## config.mk

```make
export PLATFORM = sky130hd
export DESIGN_NAME = icache_tag_array
export DESIGN_NICKNAME = d
export VERILOG_FILES = /design/src/logic/icache_pkg.sv /design/src/logic/icache_tag_array.sv
export SDC_FILE = /design/constraint.sdc
export NUM_CORES = 1
export LEC_CHECK = 0
export BUFFER_PORTS_ARGS = -buffer_cell sky130_fd_sc_hd__buf_4
export CAP_MARGIN = 10
export CORE_MARGIN = 5
export CORE_UTILIZATION = 35
export CTS_BUF_LIST = sky130_fd_sc_hd__clkbuf_2 sky130_fd_sc_hd__clkbuf_4 sky130_fd_sc_hd__clkbuf_8
export DETAILED_ROUTE_END_ITERATION = 10
export GPL_TIMING_DRIVEN = 0
export MAX_ROUTING_LAYER = met4
export PLACE_DENSITY = 0.6
export SLEW_MARGIN = 30
export SYNTH_ARGS = -nofsm -noshare
export SYNTH_HDL_FRONTEND = slang
export SYNTH_SLANG_ARGS = --single-unit
```

## constraint.sdc

```tcl
create_clock -name clk -period 3.35 [get_ports clk]
set_input_delay 0.1675 -clock clk [delete_from_list [all_inputs] [get_ports clk]]
set_output_delay 0.1675 -clock clk [all_outputs]
set_load 0.005 [all_outputs]
```

## src/logic/icache_pkg.sv

```systemverilog
// icache geometry constants, width types, port structs, controller states, address helpers
`default_nettype none

package icache_pkg;

    //////////////////////////////
    // geometry
    //////////////////////////////
    localparam int ADDR_W         = 32;
    localparam int WORD_W         = 32;
    localparam int BYTE_OFF_W     = 2;
    localparam int OFFSET_W       = 2;
    localparam int INDEX_W        = 4;
    localparam int NUM_SETS       = 1 << INDEX_W;
    localparam int NUM_WAYS       = 2;
    localparam int WORDS_PER_LINE = 1 << OFFSET_W;
    localparam int LINE_W         = WORD_W * WORDS_PER_LINE;
    localparam int LINE_OFF_W     = OFFSET_W + BYTE_OFF_W;
    // tag starts above the word offset, so it overlaps the top index bits
    localparam int TAG_W          = ADDR_W - INDEX_W - OFFSET_W;

    // maintenance register bits
    localparam int CFG_W          = 2;
    localparam int CFG_ENABLE_BIT = 0;
    localparam int CFG_INVAL_BIT  = 1;

    //////////////////////////////
    // types
    //////////////////////////////
    typedef logic [ADDR_W-1:0]   addr_t;
    typedef logic [WORD_W-1:0]   word_t;
    typedef logic [2*WORD_W-1:0] pair_t;
    typedef logic [LINE_W-1:0]   line_t;
    typedef logic [TAG_W-1:0]    tag_t;
    typedef logic [INDEX_W-1:0]  index_t;
    typedef logic [OFFSET_W-1:0] offset_t;

    typedef struct packed {
        addr_t pc;
    } fetch_req_t;

    typedef struct packed {
        pair_t data;
        addr_t pc;
        logic  second_valid;
    } fetch_rsp_t;

    // line aligned, low LINE_OFF_W bits are zero
    typedef struct packed {
        addr_t addr;
    } mem_req_t;

    typedef enum logic [2:0] {
        idle,
        lookup,
        refill,
        uncached,
        sweep
    } ctrl_state_t;

    //////////////////////////////
    // address fields
    //////////////////////////////
    function automatic index_t pc_index(addr_t pc);
        return pc[LINE_OFF_W +: INDEX_W];
    endfunction

    function automatic offset_t pc_offset(addr_t pc);
        return pc[BYTE_OFF_W +: OFFSET_W];
    endfunction

    function automatic tag_t pc_tag(addr_t pc);
        return pc[ADDR_W-1 -: TAG_W];
    endfunction

    function automatic addr_t line_base(addr_t pc);
        return {pc[ADDR_W-1:LINE_OFF_W], {LINE_OFF_W{1'b0}}};
    endfunction

endpackage

`default_nettype wire
```

## src/logic/icache_tag_array.sv

```systemverilog
// two-way tag and valid storage with registered read, hit compare, fill write and set clear
`timescale 1ns/1ns
`default_nettype none

module icache_tag_array import icache_pkg::*; (
    input  wire logic                clk,
    input  wire logic                rst_n,
    input  wire index_t              rd_index,
    input  wire tag_t                cmp_tag,
    output logic [NUM_WAYS-1:0]      hit,
    output logic [NUM_WAYS-1:0]      valid,
    input  wire logic [NUM_WAYS-1:0] wr_en,
    input  wire index_t              wr_index,
    input  wire tag_t                wr_tag,
    input  wire logic                clr_en,
    input  wire index_t              clr_index
);

    tag_t                              tag_mem [NUM_WAYS][NUM_SETS];
    logic [NUM_WAYS-1:0][NUM_SETS-1:0] valid_bits;
    tag_t                              tag_q [NUM_WAYS];
    logic [NUM_WAYS-1:0]               valid_q;

    // tag storage, written on fill only
    always_ff @(posedge clk) begin
        for (int w = 0; w < NUM_WAYS; w++) begin
            if (wr_en[w]) begin
                tag_mem[w][wr_index] <= wr_tag;
            end
        end
    end

    // valid bits, fill sets and sweep clears both ways of one set
    always_ff @(posedge clk) begin
        if (!rst_n) begin
            valid_bits <= '0;
        end else begin
            for (int w = 0; w < NUM_WAYS; w++) begin
                if (clr_en) begin
                    valid_bits[w][clr_index] <= 1'b0;
                end
                if (wr_en[w]) begin
                    valid_bits[w][wr_index] <= 1'b1;
                end
            end
        end
    end

    // registered read port
    always_ff @(posedge clk) begin
        for (int w = 0; w < NUM_WAYS; w++) begin
            tag_q[w] <= tag_mem[w][rd_index];
        end
        if (!rst_n) begin
            valid_q <= '0;
        end else begin
            for (int w = 0; w < NUM_WAYS; w++) begin
                valid_q[w] <= valid_bits[w][rd_index];
            end
        end
    end

    always_comb begin
        for (int w = 0; w < NUM_WAYS; w++) begin
            hit[w] = valid_q[w] && (tag_q[w] == cmp_tag);
        end
    end

    assign valid = valid_q;

endmodule

`default_nettype wire

```

## Yosys cells after proc, flatten, opt, wreduce, memory -nomap -nowiden

Memories as Yosys holds them, arrays and structs flattened.
Cells that the tools add are included.
W data, S select, Z words.

- Input bits: 69
- Output and inout port bits: 4
- Logic and storage cells: 53
- Bits in writable memories: 884
- Flip-flop bits (word level): 34
- Memories kept: 2

- Reduce and logical (&&, ||, !) cells: 5
- Bitwise operators: 7
- $lt $le $gt $ge: 8
- Muxes and demuxes: 26
- Eq/ne operators: 2

Memory list:

| memory | depth | width | read ports | clocked after Yosys merged registers in | wr ports | line | text |
|---|---|---|---|---|---|---|---|
| tag_mem | 2 | 416 | 2 | 0 | 2 | icache_tag_array.sv:19 | `tag_t tag_mem [NUM_WAYS][NUM_SETS];` |
| tag_q | 2 | 26 | 2 | 0 | 2 | icache_tag_array.sv:21 | `tag_t tag_q [NUM_WAYS];` |

Operators with widths:

| operator | number |
|---|---|
| $mux W416 | 2 |
| $bmux W26 S4 | 2 |
| $mux W26 | 5 |
| $demux W26 S4 | 1 |
| $mux W16 | 6 |
| $eq A26 B26 Y1 | 2 |
| $and A16 B16 Y16 | 2 |
| $or A16 B16 Y16 | 2 |
| $not A16 Y16 | 1 |
| $lt A4 B5 Y1 const B | 3 |
| $ge A5 B5 Y1 const B | 2 |
| $not A4 Y5 | 2 |
| $bmux W1 S4 | 2 |
| $demux W1 S4 | 2 |
| $ge A4 B1 Y1 const B | 2 |
| $mux W1 | 6 |
| $logic_and A1 B1 Y1 | 5 |
| $lt A5 B1 Y1 const B | 1 |

## Depth between registers and ports, before layout

- Depth after elaboration: 10
- Mapped depth: 8
- Mapped depth without buffers: 4

## Least setup slack after synthesis

Ideal clock, no wire load.

- Path type: in2reg
- Start point: in wr_index[3]
- End point: mem tag_mem[0][728] (netlist bit), enable pin
- Cell stages on the path: 3
- Data required time: 2.940 ns
- Setup slack: 1.155 ns
- Arrival time: 1.785 ns
- Path through: or2_2 -> clkbuf_1 -> nor2_1

RTL lines:

| element | line | text |
|---|---|---|
| start, declared | icache_tag_array.sv:13 | `input wire index_t wr_index,` |
| end, declared | icache_tag_array.sv:19 |  |

## Worst setup path after layout

- Start point: reg valid_q[0] (netlist: valid[0])
- End point: out hit[0]

- Longest elaborated chain between the ends: 1

Ends and longest elaborated chain:

| element | line | text |
|---|---|---|
| start, declared | icache_tag_array.sv:22 | `logic [NUM_WAYS-1:0] valid_q;` |
| start signal, assigned by index | icache_tag_array.sv:58 | `valid_q[w] <= valid_bits[w][rd_index];` |
| $logic_and A1 B1 Y1 | icache_tag_array.sv:65 | `hit[w] = valid_q[w] && (tag_q[w] == cmp_tag);` |
| end, declared | icache_tag_array.sv:10 | `output logic [NUM_WAYS-1:0] hit,` |

Every way passes these cells.

==> results.yml <==
outcome:
  run_status: "completed"
logic_synthesis:
  ys_seq_area_frac: 0.775
  avgSynthCellArea_um2: 21.3
  synth_edf_count: 832
  synth_ff_type: "edfxtp_1"
  synth_cell_types: 27
  syn_area_um2: 34400
  syn_nets: 1686
  yosysWarnings: 0
  syn_inst: 1617
  synth-seq-cells: 918
  async_flop_share: 0
layout:
  nNetsFinal: 1994
  final_area_um2: 41300
  area_growth_pct: 20.0
  drive_gt1_frac: 0.309
  fin_util: 0.422
timing:
  fmax_mhz: 359
  hold_viol_final: 0
  fin_skew_ns: 0.0216
  setup_viol: 0
  post-route-period-util: 0.832
  rsz0062_at_grt: "no"
  setup_tns_ns: 0
  worst_pin_slew_ns: 1.02
  period_minus_slack_ns: 2.79
  slew_headroom: 0.320
  drv_slew: 0
global_routing:
  grt_pass1_vias: 18200
  grt_pass1_wl_mm: 126
  grt_util_all_layers: 0.171
  grt_remaining_overflow: 0
  antenna_found_initial: 8
  grt_max_degree: 33
die:
  start_util: 0.352
  row_count: 115
  core_area_um2: 98000
  die_area_um2: 105000
  die_w_um: 324
  die_y_um: 324
  ios: 73
critical_path:
  cp-start-kind: "flip-flop"
  required_ns: 3.18
  critical_path_class: "flip-flop to primary output"
  crit_path_max_fanout: 2
  worstPathArrival_ns: 2.62
  end_kind: "primary output"
drt:
  routed_wl_mm: 87.2
  wl_per_cell_um: 26.1
  met2_length_mm: 41.4
  drcViolationCount: 0
  vias: 17800
  ant_nets: 0
  viasPerCell: 5.32
  drt-initial-drc-count: 1868
  wl_met3_mm: 6.88
  top_layer: "met4"
  firstDrtPassIters: 5
  wl_met1_mm: 37.6
worst_hold_path:
  hold_class: "input port to flip-flop"
placed_design:
  dp_hpwl_mm: 58.1
  placed_cell_area_um2: 37800
  port_buffers: 70
  place.gp.congestion: 0.861
clock_tree:
  cts.sinks: 918
  clk_latency_ns: 0.79
  cts_max_level: 4
  cts_tree: "built"
  clock-root-buffer: "clkbuf_8"
  numCtsBuffers: 151
  cts_resized: 0
  clockBufferDepth: 3
  clkSlewWorstSetupHoldPaths_ns: 0.06
pwr:
  p_per_area_nw_per_um2: 583
  p_leak_nw: 13.2
  ir_drop_uv: 337
job:
  drv_cap: 0
==> sequential cells by signal, indices dropped and copies added (netlist names) <==
name	cells
tag_mem	832
tag_q	52
valid	2
valid_bits	32
==> path summary, 6_finish.rpt <==
check / start / end / slack [ns] / cells after the start
max reg2reg: valid_bits[25] / valid[1] / 1.29 / 6
max: valid[0] / hit[0] / 0.56 / 4
min: wr_index[0] / valid_bits[10] / 0.12 / 5
min reg2reg: valid_bits[11] / valid_bits[11] / 0.52 / 2
==> routing by layer <==
layer	vias up	GRT usage
met4	0	0.0389
li1	7388	-
met5	-	-
met1	9428	0.239
met2	842	0.262
met3	101	0.0369
==> metrics by stage <==
step / total power [mW] / worst slack, ns / hold slack (ns) / instances
floorplan: 13.8 / 1.15 / 0.266 / 1617
global placement: 14.5 / -0.516 / 0.449 / 2974
detailed placement: 14.6 / 0.459 / 0.465 / 3010
CTS: 24.3 / 0.509 / 0.0354 / 3335
global route: 24.9 / 0.386 / 0.112 / 3339
finish: 24.1 / 0.562 / 0.123 / 3340
==> area by class of cell <==
class,instances,area [um^2]
diodes,5,12.5
plain buffers,80,422
clock buffers,224,2700
clock inverters,52,337
fillers,8414,56700
multi-input cells,619,7560
flip-flops and latches,918,26700
well taps,1287,1610
repair buffers,155,1980
==> Yosys cell counts, types with 14 or more instances <==
cell type | count | share of area
a22oi_1 | 132 | 0.029
buf_2 | 15 | 0.0022
clkbuf_1 | 40 | 0.0044
dfxtp_1 | 86 | 0.050
edfxtp_1 | 832 | 0.73
mux2i_1 | 16 | 0.0046
mux4_2 | 208 | 0.14
nand2_1 | 75 | 0.0082
nand4_1 | 14 | 0.0025
nor2_1 | 37 | 0.0040
nor2b_1 | 42 | 0.0076
xnor2_1 | 52 | 0.013
==> where the power goes <==
group	total (mW)	switching (mW)	internal [mW]
clock network	9.72	4.38	5.34
registers	12.9	0.120	12.8
logic	1.45	0.856	0.596
==> kinds of logic after synthesis <==
kind of cell / Yosys count / synth area share
compound gates: 142 / 0.0304
xor+xnor: 52 / 0.0132
buf+inv: 80 / 0.0121
flops: 918 / 0.775
mux: 224 / 0.141
simple gates: 201 / 0.0283
==> repair_timing <==
| action | in CTS | in global routing |
|---|---|---|
| hold buffers | 49 | 0 |
| endpoints found under the hold margin | 866 | 0 |
| setup buffers | 0 | 0 |
==> worst max-delay path, cell delays in order (launching register included) <==
cell     delay [ns]
dfxtp_1        0.63
nand4_1        0.15
or4_1          0.47
nor4_1         0.40
buf_4          0.18
==> placed cells by master (no fill, tap or decap), types with 4 or more instances in the layout <==
cell type and count:
a21oi_1 8, a22oi_1 132, and2_1 8, buf_1 5, buf_16 34, buf_2 15, buf_4 82, buf_6 7
clkbuf_1 37, clkbuf_2 4, clkbuf_4 61, clkbuf_8 163, clkinv_1 30, clkinv_2 7, clkinvlp_4 4, dfxtp_1 86
diode_2 5, dlygate4sd3_1 49, edfxtp_1 832, inv_6 5, mux2i_1 16, mux4_2 208, nand2_1 75, nand3_1 12
nand4_1 14, nor2_1 4, nor2_4 32, nor2b_1 42, xnor2_1 52
No activity file was read; power rests on OpenSTA's default activity.
