`src/logic/icache_pkg.sv`:
```
// icache geometry constants, width types, port structs, controller states, address helpers
`default_nettype none

package icache_pkg;

    //////////////////////////////
    // geometry
    //////////////////////////////
    localparam int ADDR_W         = 32;
    localparam int WORD_W         = 32;
    localparam int BYTE_OFF_W     = 2;
    localparam int OFFSET_W       = 2;
    localparam int INDEX_W        = 4;
    localparam int NUM_SETS       = 1 << INDEX_W;
    localparam int NUM_WAYS       = 2;
    localparam int WORDS_PER_LINE = 1 << OFFSET_W;
    localparam int LINE_W         = WORD_W * WORDS_PER_LINE;
    localparam int LINE_OFF_W     = OFFSET_W + BYTE_OFF_W;
    // tag starts above the word offset, so it overlaps the top index bits
    localparam int TAG_W          = ADDR_W - INDEX_W - OFFSET_W;

    // maintenance register bits
    localparam int CFG_W          = 2;
    localparam int CFG_ENABLE_BIT = 0;
    localparam int CFG_INVAL_BIT  = 1;

    //////////////////////////////
    // types
    //////////////////////////////
    typedef logic [ADDR_W-1:0]   addr_t;
    typedef logic [WORD_W-1:0]   word_t;
    typedef logic [2*WORD_W-1:0] pair_t;
    typedef logic [LINE_W-1:0]   line_t;
    typedef logic [TAG_W-1:0]    tag_t;
    typedef logic [INDEX_W-1:0]  index_t;
    typedef logic [OFFSET_W-1:0] offset_t;

    typedef struct packed {
        addr_t pc;
    } fetch_req_t;

    typedef struct packed {
        pair_t data;
        addr_t pc;
        logic  second_valid;
    } fetch_rsp_t;

    // line aligned, low LINE_OFF_W bits are zero
    typedef struct packed {
        addr_t addr;
    } mem_req_t;

    typedef enum logic [2:0] {
        idle,
        lookup,
        refill,
        uncached,
        sweep
    } ctrl_state_t;

    //////////////////////////////
    // address fields
    //////////////////////////////
    function automatic index_t pc_index(addr_t pc);
        return pc[LINE_OFF_W +: INDEX_W];
    endfunction

    function automatic offset_t pc_offset(addr_t pc);
        return pc[BYTE_OFF_W +: OFFSET_W];
    endfunction

    function automatic tag_t pc_tag(addr_t pc);
        return pc[ADDR_W-1 -: TAG_W];
    endfunction

    function automatic addr_t line_base(addr_t pc);
        return {pc[ADDR_W-1:LINE_OFF_W], {LINE_OFF_W{1'b0}}};
    endfunction

endpackage

`default_nettype wire
```
`src/logic/icache_maint_regs.sv`:
```
// maintenance registers, cache enable and sticky invalidate-all request
`timescale 1ns/1ns
`default_nettype none

module icache_maint_regs import icache_pkg::*; (
    input  wire logic             clk,
    input  wire logic             rst_n,
    input  wire logic             cfg_we,
    input  wire logic [CFG_W-1:0] cfg_wdata,
    input  wire logic             sweep_done,
    output logic                  enable,
    output logic                  inval_pending
);

    logic inval_req;
    // second request arriving while one is already pending
    logic inval_queued;

    assign inval_req = cfg_we && cfg_wdata[CFG_INVAL_BIT];

    always_ff @(posedge clk) begin
        if (!rst_n) begin
            enable        <= 1'b1;
            inval_pending <= 1'b0;
            inval_queued  <= 1'b0;
        end else begin
            if (cfg_we) begin
                enable <= cfg_wdata[CFG_ENABLE_BIT];
            end

            if (sweep_done) begin
                // a request during the sweep starts one more
                inval_pending <= inval_queued || inval_req;
                inval_queued  <= 1'b0;
            end else if (inval_req) begin
                if (inval_pending) begin
                    inval_queued <= 1'b1;
                end else begin
                    inval_pending <= 1'b1;
                end
            end
        end
    end

endmodule

`default_nettype wire

```
`config.mk`:
```
export PLATFORM = sky130hd
export DESIGN_NAME = icache_maint_regs
export DESIGN_NICKNAME = d
export VERILOG_FILES = /design/src/logic/icache_pkg.sv /design/src/logic/icache_maint_regs.sv
export SDC_FILE = /design/constraint.sdc
export NUM_CORES = 1
export LEC_CHECK = 0
export BUFFER_PORTS_ARGS = -buffer_cell sky130_fd_sc_hd__clkbuf_2
export CAP_MARGIN = 20
export CORE_AREA = 2 2 39 41
export DETAILED_ROUTE_END_ITERATION = 10
export DIE_AREA = 0 0 41 43
export HOLD_SLACK_MARGIN = 0.1
export MAX_ROUTING_LAYER = met4
export PLACE_DENSITY_LB_ADDON = 0.25
export SYNTH_ARGS = -nofsm -noshare
export SYNTH_HDL_FRONTEND = slang
export SYNTH_SLANG_ARGS = --single-unit
```
`constraint.sdc`:
```
create_clock -name clk -period 0.95 [get_ports clk]
set_input_delay 0.0475 -clock clk [delete_from_list [all_inputs] [get_ports clk]]
set_output_delay 0.0475 -clock clk [all_outputs]
set_load 0.005 [all_outputs]
```
# Yosys cells after proc, flatten, opt, wreduce, memory -nomap -nowiden
# Index checks and enable logic that the tools add are counted.
# classes
n_bitwise,1
muxes,2
reduce_logical,5
# ops
op,n
two-way mux 1 bit,2
AND reduction 2 bit,1
nonzero test 2 bit,1
OR reduction 2 bit,1
logical AND 1 bit,1
logical OR 1 bit,1
NOT 1 bit,1
# word_totals
inputBits,6
reg_bits,3

# Longest topological paths before layout
# Gate-level depths: netlist of run 1.
# depth
word_depth,3
mapped_depth,2

# Worst setup path after synthesis of run 1
# No wires, ideal clock.
# synth_path
kind,register to register
startpoint,register inval_pending
endpoint,register inval_queued
arrival_ns,0.515
setup_slack_ns,0.315
setup_time_ns,0.119
n_path_buf,0
path_stages_with_launch,3
path_cell_list,dfxtp_1 > a31oi_1 > nor3b_2
# synth_via
elab_chain_cells,1
# synth_rtl
element,line,source
start: declaration,icache_maint_regs.sv:12,output logic inval_pending
start signal: assignment,icache_maint_regs.sv:33,inval_pending <= inval_queued || inval_req;
AND reduction 2 bit (no source line),--,
end signal: assignment,icache_maint_regs.sv:25,inval_queued <= 1'b0;
end signal: assignment,icache_maint_regs.sv:34,inval_queued <= 1'b0;
end signal: assignment,icache_maint_regs.sv:37,inval_queued <= 1'b1;
end: declaration,icache_maint_regs.sv:17,logic inval_queued;
# Every way passes these cells.
# A chain may end at the register's enable or synchronous reset.

# Worst setup path after layout of run 1
# layout_path
startpoint,input cfg_we
endpoint,register inval_queued
# layout_via
elab_chain_cells,2
# layout_rtl
element,line,source
start: declaration,icache_maint_regs.sv:8,"input wire logic cfg_we,"
logical AND 1 bit,icache_maint_regs.sv:19,assign inval_req = cfg_we && cfg_wdata[CFG_INVAL_BIT];
AND reduction 2 bit (no source line),--,
# Every way passes these cells.

==> results of run 1 <==
[placed cells by master, fill, tap and decap left out, drive strengths merged]
cell type	count
clkbuf	11
nor3b	1
a31oi	1
a21boi	1
dfxtp	3
mux2i	2
nand2	2
dlygate4sd3	5
[flip-flops by register name, summed over array words and instances (netlist names)]
signal	count
enable	1
inval_pending	1
inval_queued	1
[stage by stage]
step                hold WS, ps  total power, mW  setup WS (ps)
global placement            225            0.167            320
global route                548            0.455           38.7
floorplan                   109            0.147            315
finish                      496            0.414           50.7
detailed placement          230            0.169            273
CTS                         496            0.423           47.3
[final timing paths]
| check | to | slack, ps | cells after the start |
|---|---|---|---|
| worst min register to register | enable$_SDFFE_PN1P_ | 500 | 2 |
| worst max register to register | inval_queued$_SDFFE_PP0P_ | 260 | 2 |
| worst min-delay path | enable$_SDFFE_PN1P_ | 500 | 2 |
| worst max-delay path | inval_queued$_SDFFE_PP0P_ | 50 | 4 |
[per-layer routing]
layer | GRT usage | up-vias | wire length (µm)
li1 | - | 67 | -
met2 | 0.0688 | 10 | 151
met3 | 0.0785 | 0 | 60
met1 | 0.0543 | 59 | 171
met5 | - | - | 0
met4 | 0.0200 | 0 | 0
[cells in the mapped netlist]
cell,instances
a21boi_1,1
a31oi_1,1
nor3b_2,1
dfxtp_1,3
mux2i_1,2
nand2_1,2
[layout make-up]
cell class                      instances  area (µm²)
Fill cell                             159        1140
Timing Repair Buffer                   12        85.1
Sequential cell                         3        60.1
Multi-Input combinational cell          7        53.8
Clock buffer                            4        26.3
Tap cell                               16        20.0
[cell families after synthesis]
kind of cell       synth area share
DFF                           0.527
muxes                         0.176
and+or+nand+nor               0.176
AOI/OAI and AO/OA             0.121
[critical path, stage by stage]
cell and delay (ps):
dlygate4sd3_1 540, clkbuf_2 130, a31oi_1 220, nor3b_2 70
[power groups by stage]
stage / logic [mW] / clock network, mW / registers, mW
floorplan: 0.0100 / 0 / 0.137
global placement: 0.0301 / 0 / 0.137
detailed placement: 0.0317 / 0 / 0.138
CTS: 0.0483 / 0.239 / 0.136
global route: 0.0527 / 0.266 / 0.136
finish: 0.0477 / 0.231 / 0.135
==> metrics.txt, run 1 <==
Lkg Pwr=0.110 nW; Gate power share=0.115; Hold Buf Count CTS=5; layout cell share with drive strength beyond 1=0.423; # clock sinks=3; distinct cell type count after synthesis=6; clock latency on the worst-skew pair=240 ps; Worst EP required=1070 ps; crit path DAT=1020 ps; Final nets=33; # placed instances=33; Iter 0 DRT Violations=0; Internal Power=0.321 mW; Antenna Nets Post-Route=0; CTS clock-pin slew for the worst setup and hold paths=40 ps; via count=136; Tcrit/Tclk final=0.947; HP Start=enable$_SDFFE_PN1P_; first-pass GRT wire length=552 µm; final core occ=0.177; Fin Setup TNS=0 ps; maxcap violations=0; Clock Power Share=0.557; CP max FO=3; Sw Share=0.225; Via density=3.24; root buf cell=clkbuf_4; total CTS buffers=3; Avg Cell Area, Syn=11.4 µm²; CTS H-tree lvls=1; die width=41 µm; CP Launch Type=input port; vias in the first global route=144; Die Y=43 µm; unrepaired setup endpoints after global routing=no; placement-stage cell area=169 µm²; Yosys warnings=0; # resized after CTS=0; Worst Max-Slew Pin Slew=206 ps; Hold Fails Final Rpt=0; final setup vio count=0; worst r2r src=inval_pending$_SDFFE_PN0P_; IO buf count=7; Core Area=0.00138 mm²; register bit total from synthesis=3; initial antenna violation count=0; f_max=1.11 GHz; sequential share of the synthesized area=0.527; Antenna diodes=0; run status=finished clean; clk buf depth=2; std cell rows=14; Syn Inst Count=10; Seq pwr share=0.327; switching power=0.0931 mW; Min Clock Period, post-route=899 ps; Slew Limit Fails=0; gpl congestion=0.527; Net Count, Synth=16; synth-to-layout area growth=115%; synthesized area=114 µm²; IO Pins=8; Non-Filler Instances=42; GRT Overall Usage=0.0585; 1st-pass router iterations=1; CTS tree=built; post-synth top area share=0.527; hold crit path type=flop to flop; Critical Path Start=cfg_we; cell accounting for the most synthesized area=dfxtp_1; drt drc=0; largest net degree at the start of global routing=4; IR drop worst, VDD=0.000653 V; Critical Path End Type=flop; PwrDens=1690 mW/mm²; max_slew headroom=0.862; grt total ovfl=0; setup bufs post-CTS=0; starting density of the core=0.0823; routed len/inst=9.12 µm; full die area=0.00176 mm²; clock skew=4.07 ps; fin area=245 µm²; final wirelength=383 µm; Synth area leaders=dfxtp_1 (53%), mux2i_1 (18%), nor3b_2 (11%); crit path kind=input port to flop
Note: power is estimated with default switching activity, not from simulation.
==> run 2, diff against run 1 <==
==> constraint.sdc (replaced) <==
create_clock -name clk -period 0.9 [get_ports clk]
set_input_delay 0.045 -clock clk [delete_from_list [all_inputs] [get_ports clk]]
set_output_delay 0.045 -clock clk [all_outputs]
set_load 0.005 [all_outputs]
==> run 2 against run 1 <==
- design area is 1.0% higher
- die area is the same
- via count shrank 0.74%
- combinational power up 7.3%
- clock-buffer cell count is the same
- sequential power is 6% higher
- final cell count is the same
- wire length up 2.1%
- sequential share of layout area shrank 0.25 points
- first-iteration DRC count unchanged
- clock power increased by 6%
- largest power group unchanged
==> metrics.txt, run 2 (synthesized netlist as in run 1, its figures left out) <==
run status=finished clean; layout cell share with drive strength beyond 1=0.423; fillers=159; first-pass GRT wire length=586 µm; top flop regs=enable: 1 flops, inval_pending: 1 flops, inval_queued: 1 flops; multi-input logic area=53.8 µm²; full die area=0.00176 mm²; Lkg Pwr=0.119 nW; # clock sinks=3; Hold Fails Final Rpt=0; starting density of the core=0.0823; clock skew=4.19 ps; Min Clock Period, post-route=864 ps; GRT Overall Usage=0.0616; Via density=3.21; commonest non-fill, non-tap cell in the layout=clkbuf_2; Reg area=60.1 µm²; CTS tree=built; initial antenna violation count=0; setup bufs post-CTS=0; Critical Path Start=cfg_wdata[1]; fin area=248 µm²; 1st-pass router iterations=1; worst r2r src=inval_pending$_SDFFE_PN0P_; synth-to-layout area growth=118%; Die Y=43 µm; drt drc=0; Register-to-Register Setup Slack=220 ps; RR Endpoint=inval_queued$_SDFFE_PP0P_; most frequent cells in the layout=clkbuf_2 (7), dlygate4sd3_1 (4), clkbuf_4 (3), dfxtp_1 (3); IR drop worst, VDD=0.000686 V; final wirelength=391 µm; clock latency on the worst-skew pair=240 ps; crit path DAT=980 ps; CP Launch Type=input port; via count=135; Tcrit/Tclk final=0.960; CTS clock-pin slew for the worst setup and hold paths=40 ps; crit path kind=input port to flop; grt total ovfl=0; std cell rows=14; hold crit path type=input port to flop; IO Pins=8; Worst Setup EP=inval_queued$_SDFFE_PP0P_; CTS H-tree lvls=1; CP max FO=2; Worst EP required=1020 ps; Antenna Nets Post-Route=0; PwrDens=1770 mW/mm²; f_max=1.16 GHz; max_slew headroom=0.864; maxcap violations=0; R2R depth=2; IO buf count=7; routed len/inst=9.31 µm; largest net degree at the start of global routing=4; Antenna diodes=0; Critical Path End Type=flop; Worst Max-Slew Pin Slew=203 ps; unrepaired setup endpoints after global routing=no; Worst Hold Path Cells=3; Fin Setup TNS=0 ps; Core Area=0.00138 mm²; Iter 0 DRT Violations=0; gpl congestion=0.527; WHS=194 ps; clk buf depth=2; final setup vio count=0; vias in the first global route=148; total CTS buffers=3; die width=41 µm; final core occ=0.179; root buf cell=clkbuf_4; Slew Limit Fails=0; placement-stage cell area=169 µm²; Final nets=33
-- run 2: timing repair --
| item | in CTS | in global routing |
|---|---|---|
| gates resized for setup | 0 | 1 |
| hold buffers | 5 | 0 |
| endpoints found under the setup margin | 0 | 1 |
| endpoints found under the hold margin | 3 | 0 |
-- run 2: worst min path at each step --
stage	to	slack, ps	startpoint
3_5_place_dp	enable$_SDFFE_PN1P_	230	rst_n
3_3_place_gp	enable$_SDFFE_PN1P_	220	rst_n
5_1_grt	inval_queued$_SDFFE_PP0P_	200	cfg_we
2_1_floorplan	enable$_SDFFE_PN1P_	110	rst_n
4_1_cts	inval_queued$_SDFFE_PP0P_	200	cfg_we
6_report	inval_queued$_SDFFE_PP0P_	190	cfg_we
-- run 2: routing by layer --
metal,global-route usage,up-vias,routed length (µm)
li1,-,67,-
met1,0.0575,58,162
met2,0.0750,10,157
met3,0.0785,0,71
met4,0.0200,0,0
met5,-,-,0
-- run 2: critical path: stages --
cell and delay (ps):
dlygate4sd3_1 530, clkbuf_2 120, a31oi_1 220, nor3b_2 70
-- run 2: per-stage QoR --
stage / setup slack, ps / power, mW / instances
final: 36.3 / 0.438 / 42
after global routing: 9.77 / 0.481 / 42
after CTS: 27.3 / 0.446 / 42
after detailed placement: 223 / 0.179 / 33
after global placement: 270 / 0.177 / 33
after floorplan: 265 / 0.156 / 10
-- run 2: area by class of cell --
cell class                 instances  share of cell area
multi-input combinational          7               0.217
tap                               16              0.0808
sequential                         3               0.242
timing repair buffer              12               0.354
clock buffer                       4               0.106
-- run 2: power by group --
| group | switching (mW) | internal, mW | total (mW) |
|---|---|---|---|
| clock | 0.0770 | 0.167 | 0.244 |
| combinational | 0.0180 | 0.0332 | 0.0512 |
| sequential | 0.00350 | 0.139 | 0.143 |
| total | 0.0985 | 0.339 | 0.438 |
