$ cat src/logic/icache_pkg.sv
// icache geometry constants, width types, port structs, controller states, address helpers
`default_nettype none

package icache_pkg;

    //////////////////////////////
    // geometry
    //////////////////////////////
    localparam int ADDR_W         = 32;
    localparam int WORD_W         = 32;
    localparam int BYTE_OFF_W     = 2;
    localparam int OFFSET_W       = 2;
    localparam int INDEX_W        = 4;
    localparam int NUM_SETS       = 1 << INDEX_W;
    localparam int NUM_WAYS       = 2;
    localparam int WORDS_PER_LINE = 1 << OFFSET_W;
    localparam int LINE_W         = WORD_W * WORDS_PER_LINE;
    localparam int LINE_OFF_W     = OFFSET_W + BYTE_OFF_W;
    // tag starts above the word offset, so it overlaps the top index bits
    localparam int TAG_W          = ADDR_W - INDEX_W - OFFSET_W;

    // maintenance register bits
    localparam int CFG_W          = 2;
    localparam int CFG_ENABLE_BIT = 0;
    localparam int CFG_INVAL_BIT  = 1;

    //////////////////////////////
    // types
    //////////////////////////////
    typedef logic [ADDR_W-1:0]   addr_t;
    typedef logic [WORD_W-1:0]   word_t;
    typedef logic [2*WORD_W-1:0] pair_t;
    typedef logic [LINE_W-1:0]   line_t;
    typedef logic [TAG_W-1:0]    tag_t;
    typedef logic [INDEX_W-1:0]  index_t;
    typedef logic [OFFSET_W-1:0] offset_t;

    typedef struct packed {
        addr_t pc;
    } fetch_req_t;

    typedef struct packed {
        pair_t data;
        addr_t pc;
        logic  second_valid;
    } fetch_rsp_t;

    // line aligned, low LINE_OFF_W bits are zero
    typedef struct packed {
        addr_t addr;
    } mem_req_t;

    typedef enum logic [2:0] {
        idle,
        lookup,
        refill,
        uncached,
        sweep
    } ctrl_state_t;

    //////////////////////////////
    // address fields
    //////////////////////////////
    function automatic index_t pc_index(addr_t pc);
        return pc[LINE_OFF_W +: INDEX_W];
    endfunction

    function automatic offset_t pc_offset(addr_t pc);
        return pc[BYTE_OFF_W +: OFFSET_W];
    endfunction

    function automatic tag_t pc_tag(addr_t pc);
        return pc[ADDR_W-1 -: TAG_W];
    endfunction

    function automatic addr_t line_base(addr_t pc);
        return {pc[ADDR_W-1:LINE_OFF_W], {LINE_OFF_W{1'b0}}};
    endfunction

endpackage

`default_nettype wire
$ cat src/logic/icache_lru.sv
// one-bit-per-set replacement state with touch update and victim output
`timescale 1ns/1ns
`default_nettype none

module icache_lru import icache_pkg::*; (
    input  wire logic   clk,
    input  wire logic   rst_n,
    input  wire index_t index,
    input  wire logic   touch,
    input  wire logic   touched_way,
    output logic        victim
);

    // bit names the least recently used way of each set
    logic [NUM_SETS-1:0] lru_bits;

    always_ff @(posedge clk) begin
        if (!rst_n) begin
            lru_bits <= '0;
        end else if (touch) begin
            lru_bits[index] <= ~touched_way;
        end
    end

    assign victim = lru_bits[index];

endmodule

`default_nettype wire

$ cat config.mk
export PLATFORM = sky130hd
export DESIGN_NAME = icache_lru
export DESIGN_NICKNAME = d
export VERILOG_FILES = /design/src/logic/icache_pkg.sv /design/src/logic/icache_lru.sv
export SDC_FILE = /design/constraint.sdc
export NUM_CORES = 1
export LEC_CHECK = 0
export BUFFER_PORTS_ARGS = -buffer_cell sky130_fd_sc_hd__buf_4
export CORE_ASPECT_RATIO = 1.75
export CORE_MARGIN = 5
export CORE_UTILIZATION = 28
export DETAILED_ROUTE_END_ITERATION = 8
export GPL_TIMING_DRIVEN = 0
export HOLD_SLACK_MARGIN = 0.15
export PLACE_DENSITY_LB_ADDON = 0.05
export SLEW_MARGIN = 5
export SYNTH_ARGS = -nofsm -noshare
export SYNTH_HDL_FRONTEND = slang
export SYNTH_SLANG_ARGS = --single-unit
$ cat constraint.sdc
create_clock -name clk -period 1.2 [get_ports clk]
set_input_delay 0.12 -clock clk [delete_from_list [all_inputs] [get_ports clk]]
set_output_delay 0.12 -clock clk [all_outputs]
set_load 0.01 [all_outputs]
Word-level counts from Yosys, hierarchy flattened. Index checks and enable logic that the tools add are counted.

Register bits: 16. Bits of input ports: 8. Output and inout bits: 1. Logic and storage cells: 10.

Magnitude comparators: 2. Multiplexer cells: 5. Bitwise gates (word level): 1. Reductions and logical operators: 1.

Operators by type and width (count): 16-bit bitwise mux (1); 4-bit by 5-bit less-than comparator with 1-bit output, second input constant (1); 1-bit binary-select mux with 4-bit select (1); 1-bit demux with 4-bit select (1); 4-bit by 1-bit >= comparator with 1-bit output, second input constant (1); 1-bit 2-to-1 mux (2); 1-bit logical AND (1); 1-bit NOT (1).

Depth between registers and ports, before layout. Gate-level depths: netlist (run 1).

Depth in word-level cells: 5. Mapped depth: 5. Mapped depth without buffers: 3.

Worst setup path before layout (run 1). No wires, ideal clock.

Path type: register to output. Start point: register lru_bits[1]. End point: output port victim. Arrival: 1039 ps. Data required time: 1080 ps. Slack: 41 ps. Stages on the path, launching flop included: 4. Buffers on the path: 0. Path through: dfxtp_1 mux4_1 a22oi_1 nand2_1.

Word-level cells in the longest chain between the ends: 2.

Ends and longest elaborated chain: start: declaration (line icache_lru.sv:15) `logic [NUM_SETS-1:0] lru_bits;`; start signal: indexed assignment (line icache_lru.sv:21) `lru_bits[index] <= ~touched_way;`; 1-bit binary-select mux with 4-bit select (line icache_lru.sv:25) `assign victim = lru_bits[index];`; 1-bit 2-to-1 mux (not written as such) (line icache_lru.sv:25); end: declaration (line icache_lru.sv:11) `output logic victim`.

Every way passes these cells. The select of a mux whose other input is x is not followed.

Worst setup path in the final report (run 1).
Start point: register lru_bits[3]. End point: output port victim.

Same word-level chain as after synthesis.

==> run summary, run 1 <==
status: finished with violations
failing checks: setup timing
FF/Latch Area: 322 sq um
CTS sink cnt: 16
Post-DRT Antenna Nets: 0
fillcell total: 305
share of the synthesized area in the top cell type: 0.404
initial core utilization: 0.291
number of DRC markers in iteration 0: 25
CTS buffer count: 3
synth top area cells: dfxtp_1 40%, a311oi_1 18%, mux4_1 13%, a21oi_1 10%, buf_6 2.8%
Max Slew Vio Count: 0
Non-Filler Instances: 111
Cells after Synth: 75
Wirelength per Cell: 17.8 um
placement-stage worst setup slack: -0.148 ns
kind of critical path: register to output pin
Via density: 5.76
Final nets: 93
Lkg Pwr: 0.316 nW
CTS root buf: clkbuf_8
Multi-input gate area: 407 sq um
CP Capture Type: output pin
Die W: 50.2 um
routability cong.: 0.678
placed insts: 107
Post-CTS Hold Buffers: 0
Setup Buffers After CTS: 0
DRC: 0
Yosys reg bits: 16
IO buf count: 5
top cells by count, synth: 16 x a21oi_1, 16 x a311oi_1, 16 x dfxtp_1
Worst IR Drop VDD: 0.461 mV
Post-Layout Inst Area: 923 sq um
vias in the first global route: 601
Fmax achieved: 647 MHz
max FFs per register: 16
Netlist cell types: 18
min cycle time layout: 1.55 ns
die area: 4040 sq um
post-synth top area cell: dfxtp_1
Design Power: 1.15 mW
worst path required time: 1.08 ns
HP Start: rst_n
placed inst area: 865 sq um
Final Skew: 0 ns
Critical Path AT: 1.43 ns
number of synthesized flops with an enable pin: 0
initial antenna violation count: 0
first-pass detailed-route iteration total: 4
via count: 639
CP Max Fanout: 2
biggest regs: lru_bits x16
RSZ-0062 raised after global routing: true
Final Hold Viols: 0
Area growth syn-to-layout: 16.4%
Skew-Pair Late Insertion Delay: 0.24 ns
reg2reg start: lru_bits[3]$_SDFFE_PN0P_
fin crit share: 1.29
H-tree depth: 1
Setup crit start: lru_bits[3]$_SDFFE_PN0P_
syn nets: 83
Power Density: 1250 nW/um^2
Async S/R FF share, synth: 0
Reg clk slew, reported paths: 0.06 ns
Main synth FF type: dfxtp_1
PnR worst setup slack: -0.346 ns
max cap viols: 0
Slew @ Worst Pin: 0.602 ns
Bufs on Longest Clock Path: 2
final setup vio count: 1
first-pass GRT wire length: 3230 um
min-delay worst type: primary input to register
GRT Residual Overflow: 0
Detailed Place HPWL: 1360 um
# IOs: 9
Tot GR Track Use: 0.107
largest net degree at the start of global routing: 11
CP Launch Type: register
cell row count: 25
register area share after synthesis: 0.404
CORE AREA: 2720 sq um
Total Wirelength: 1980 um
CTS tree: yes
Post-Syn Area: 793 sq um
syn_area_per_cell: 10.6 sq um
Largest Register: lru_bits
Util after Layout: 0.339
Ys Warns: 0
layout cells sized above 1: 0.298
Chip Height: 80.4 um
ANT cells: 0
max_slew headroom: 0.597
layer usage:
layer  track usage  part of all wire  up-vias
li1              -                 -      321
met1         0.138              0.45      297
met2         0.165              0.49       19
met3        0.0223             0.051        2
met4        0.0551             0.013        0
met5             0                 0        -
area by class of cell:
| class | count | share of cell area |
|---|---|---|
| Sequential cell | 16 | 0.348 |
| Buffer | 11 | 0.0664 |
| Clock buffer | 4 | 0.0596 |
| Inverter | 1 | 0.00407 |
| Timing Repair Buffer | 5 | 0.0447 |
| Tap cell | 27 | 0.0366 |
| Multi-Input combinational cell | 47 | 0.440 |
where the power goes:
group          internal [mW]  switching (mW)
combinational         0.0550          0.0787
sequential             0.543         0.00612
clock                  0.291           0.181
final timing paths:
check | cells past startpoint | endpoint | slack (ns)
min reg2reg | 2 | lru_bits[14]$_SDFFE_PN0P_ | 0.52
max reg2reg | 2 | lru_bits[3]$_SDFFE_PN0P_ | 0.47
max | 4 | victim | -0.35
min | 3 | lru_bits[6]$_SDFFE_PN0P_ | 0.25
kinds of logic (layout without fill, tap and decap cells):
logic type,Yosys count,count (layout),share of synthesized area
multiplexers,4,4,0.132
buffers and inverters,12,21,0.0820
AO/OA/AOI/OAI,34,34,0.297
AND/OR/NAND/NOR,9,9,0.0852
flip-flops,16,16,0.404
critical path, stage by stage (launching register included):
cell	delay [ns]
dfxtp_2	0.32
mux4_2	0.47
a22oi_2	0.18
nand2_1	0.09
buf_6	0.12
repair_timing:
| action | in CTS | in global routing |
|---|---|---|
| gates cloned | 0 | 0 |
| pin swaps | 3 | 2 |
| endpoints found under the setup margin | 1 | 1 |
| resized for setup | 5 | 2 |
cell usage in the layout, fill, tap and decap left out:
cell type | Yosys | layout
buf_4 | 0 | 4
a311oi_1 | 16 | 16
clkbuf_8 | 0 | 4
and3_2 | 1 | 1
buf_2 | 4 | 4
and2_1 | 1 | 1
dfxtp_1 | 16 | 15
buf_1 | 1 | 1
dfxtp_2 | 0 | 1
nor3b_2 | 1 | 1
clkbuf_1 | 4 | 4
nor2b_1 | 2 | 2
and3b_2 | 1 | 1
mux4_2 | 0 | 3
nor2_2 | 1 | 1
a21oi_1 | 16 | 16
and3b_1 | 1 | 1
buf_6 | 2 | 3
nand2_1 | 1 | 1
mux4_1 | 4 | 1
inv_1 | 1 | 1
a22oi_2 | 0 | 2
per-stage QoR:
step / hold WS [ns] / setup TNS [ns]
after floorplan: 0.344 / 0
after global placement: 0.501 / -0.386
after detailed placement: 0.510 / -0.278
after CTS: 0.252 / -0.384
after global routing: 0.274 / -0.404
final: 0.254 / -0.346
No activity file was read; power rests on OpenSTA's default activity.
==> inputs of run 2 (changes only) <==
--- a/config.mk
+++ b/config.mk
@@ -6,9 +6,9 @@
 export NUM_CORES = 1
 export LEC_CHECK = 0
-export BUFFER_PORTS_ARGS = -buffer_cell sky130_fd_sc_hd__buf_4
 export CORE_ASPECT_RATIO = 1.75
 export CORE_MARGIN = 5
 export CORE_UTILIZATION = 28
 export DETAILED_ROUTE_END_ITERATION = 8
+export DONT_BUFFER_PORTS = 1
 export GPL_TIMING_DRIVEN = 0
 export HOLD_SLACK_MARGIN = 0.15
==> constraint.sdc (replaced) <==
create_clock -name clk -period 1.2 [get_ports clk]
set_input_delay 0.06 -clock clk [delete_from_list [all_inputs] [get_ports clk]]
set_output_delay 0.06 -clock clk [all_outputs]
set_load 0.01 [all_outputs]
==> run 2 against run 1 <==
- the run still ends with setup timing left
- final cell count is 0.90% higher
- non-clock buffer count is 1 higher
- critical path type unchanged
- global-route usage is 0.32 points higher
- largest cell class unchanged
- clock skew stayed put
- register-to-register slack hardly changed
==> run summary, run 2 (synthesized netlist as in run 1, its figures left out) <==
CP Capture Type: output pin
largest net degree at the start of global routing: 11 (unchanged)
critical path's largest stage delay: 0.48 ns (about the same)
H-tree depth: 1 (unchanged)
HP Start: index[2]
min cycle time layout: 1.37 ns (-0.176 ns)
Final nets: 94 (+1.1%)
fin crit share: 1.14 (-0.147)
Via density: 6.04 (+4.8%)
DRC: 0 (unchanged)
CP cell instances: mux4_2, a22oi_2, nand2_2
worst path required time: 1.14 ns (+0.06 ns)
GRT Residual Overflow: 0 (unchanged)
CTS sink cnt: 16 (unchanged)
min-delay worst type: primary input to register
Post-DRT Antenna Nets: 0 (unchanged)
PnR worst setup slack: -0.169 ns (+0.176 ns)
cell row count: 25 (unchanged)
Bufs on Longest Clock Path: 2 (unchanged)
RSZ-0062 raised after global routing: true
status: finished with violations
Fmax achieved: 730 MHz (+13%)
first-pass GRT wire length: 3320 um (+2.8%)
met1 Resource Use GR: 0.141 (+0.00278)
routability cong.: 0.698 (+3.1%)
Max Slew Vio Count: 0 (unchanged)
final setup vio count: 1 (unchanged)
failing checks: setup timing
via count: 676 (+5.8%)
Wirelength per Cell: 18.8 um (+5.6%)
setup_tns: -0.169 ns (+0.176 ns)
vias in the first global route: 594 (-1.2%)
max cap viols: 0 (unchanged)
Reg clk slew, reported paths: 0.07 ns (about the same)
Setup crit start: lru_bits[7]$_SDFFE_PN0P_
biggest regs: lru_bits x16
Total Wirelength: 2110 um (+6.6%)
Setup Buffers After CTS: 0 (unchanged)
kind of critical path: register to output pin
routing usage on met2: 0.171 (+0.00630)
first-pass detailed-route iteration total: 4 (unchanged)
CP Max Fanout: 2 (unchanged)
die area: 4040 sq um (unchanged)
Slew @ Worst Pin: 0.600 ns (-0.00210 ns)
Die W: 50.2 um (unchanged)
Final Hold Viols: 0 (unchanged)
Skew-Pair Late Insertion Delay: 0.24 ns (about the same)
max_slew headroom: 0.598 (+0.00140)
reg2reg start: lru_bits[8]$_SDFFE_PN0P_
CP Launch Type: register
Area growth syn-to-layout: 19.9%
GRT Max-Usage Layer: met2
Slowest-stage cell, CP: mux4_2
CTS buffer count: 3 (unchanged)
IO buf count: 0 (-5)
Detailed Place HPWL: 1380 um (+1.4%)
# IOs: 9 (unchanged)
layout cells sized above 1: 0.259 (-0.0388)
Critical Path AT: 1.31 ns (-0.12 ns)
Chip Height: 80.4 um (unchanged)
met3 track demand over resource: 0.0241 (+0.00186)
most frequent cells in the layout: 16 x a21oi_1, 16 x a311oi_1, 15 x dfxtp_1
max FFs per register: 16 (unchanged)
number of DRC markers in iteration 0: 24 (-4.0%)
Largest Register: lru_bits
CTS root buf: clkbuf_8
initial antenna violation count: 0 (unchanged)
Power Density: 1220 nW/um^2 (-2.1%)
Design Power: 1.16 mW (+0.85%)
ANT cells: 0 (unchanged)
initial core utilization: 0.291 (unchanged)
Worst IR Drop VDD: 0.523 mV (+13%)
CTS tree: yes
CORE AREA: 2720 sq um (unchanged)
Lkg Pwr: 0.326 nW (+3.2%)
Final Skew: 0 ns (unchanged)
Tot GR Track Use: 0.110 (+0.00322)
## run 2: changes by cell type in the layout (fill, tap and decap cells not counted)
| cell | change |
|---|---|
| buf_4 | -4 |
| nand2_1 | -1 |
| nor2_4 | +1 |
| dlygate4sd3_1 | +6 |
| nand2_2 | +1 |
| buf_6 | -1 |
| clkbuf_1 | -1 |
| nor2_2 | -1 |
| clkbuf_2 | +1 |
## run 2: repair_timing
action                                  CTS  global route
hold endpoints to repair                  9             1
hold buffers                              4             2
endpoints found under the setup margin    1            12
cloned                                    0             0
pin swaps                                 3             3
gates resized for setup                   6             4
## run 2: final cells by class
cell class | instances | area (sq um)
buffer | 11 | 62.6
clock buffer | 4 | 55.1
fill | 290 | 1770
inverter | 1 | 3.75
multi-input combinational | 47 | 414
sequential | 16 | 322
tap | 27 | 33.8
timing repair buffer | 6 | 60.1
## run 2: worst paths after layout
| path | end | slack, ns | depth (start not counted) |
|---|---|---|---|
| worst min-delay path | lru_bits[9]$_SDFFE_PN0P_ | 0.25 | 4 |
| worst min register to register | lru_bits[1]$_SDFFE_PN0P_ | 0.52 | 2 |
| worst max register to register | lru_bits[8]$_SDFFE_PN0P_ | 0.46 | 2 |
| worst max-delay path | victim | -0.17 | 3 |
## run 2: power breakdown
group / switching (mW) / internal, mW
Sequential: 0.00607 / 0.543
Clock: 0.188 / 0.291
Combinational: 0.0776 / 0.0592
Total: 0.272 / 0.893
## run 2: layer usage
layer	up-vias	wire length (um)
li1	322	-
met1	321	914
met2	29	1050
met3	4	116
met4	0	34
met5	-	0
## run 2: worst max-delay path, delay by kind of cell, from the launching register on
family	cells	cell delay (ns)
AND/OR/NAND/NOR	1	0.09
flip-flops	1	0.31
multiplexers	1	0.48
AO/OA/AOI/OAI	1	0.18
## run 2: stage by stage
stage	setup slack, ns	cell area, sq um	hold WS [ns]	util	instances
6_report	-0.169	951	0.250	0.349	112
3_5_place_dp	-0.0274	827	0.369	0.304	102
2_1_floorplan	0.101	793	0.284	-	75
4_1_cts	-0.214	923	0.153	0.339	110
3_3_place_gp	-0.0349	827	0.353	0.304	102
5_1_grt	-0.226	951	0.256	0.349	112
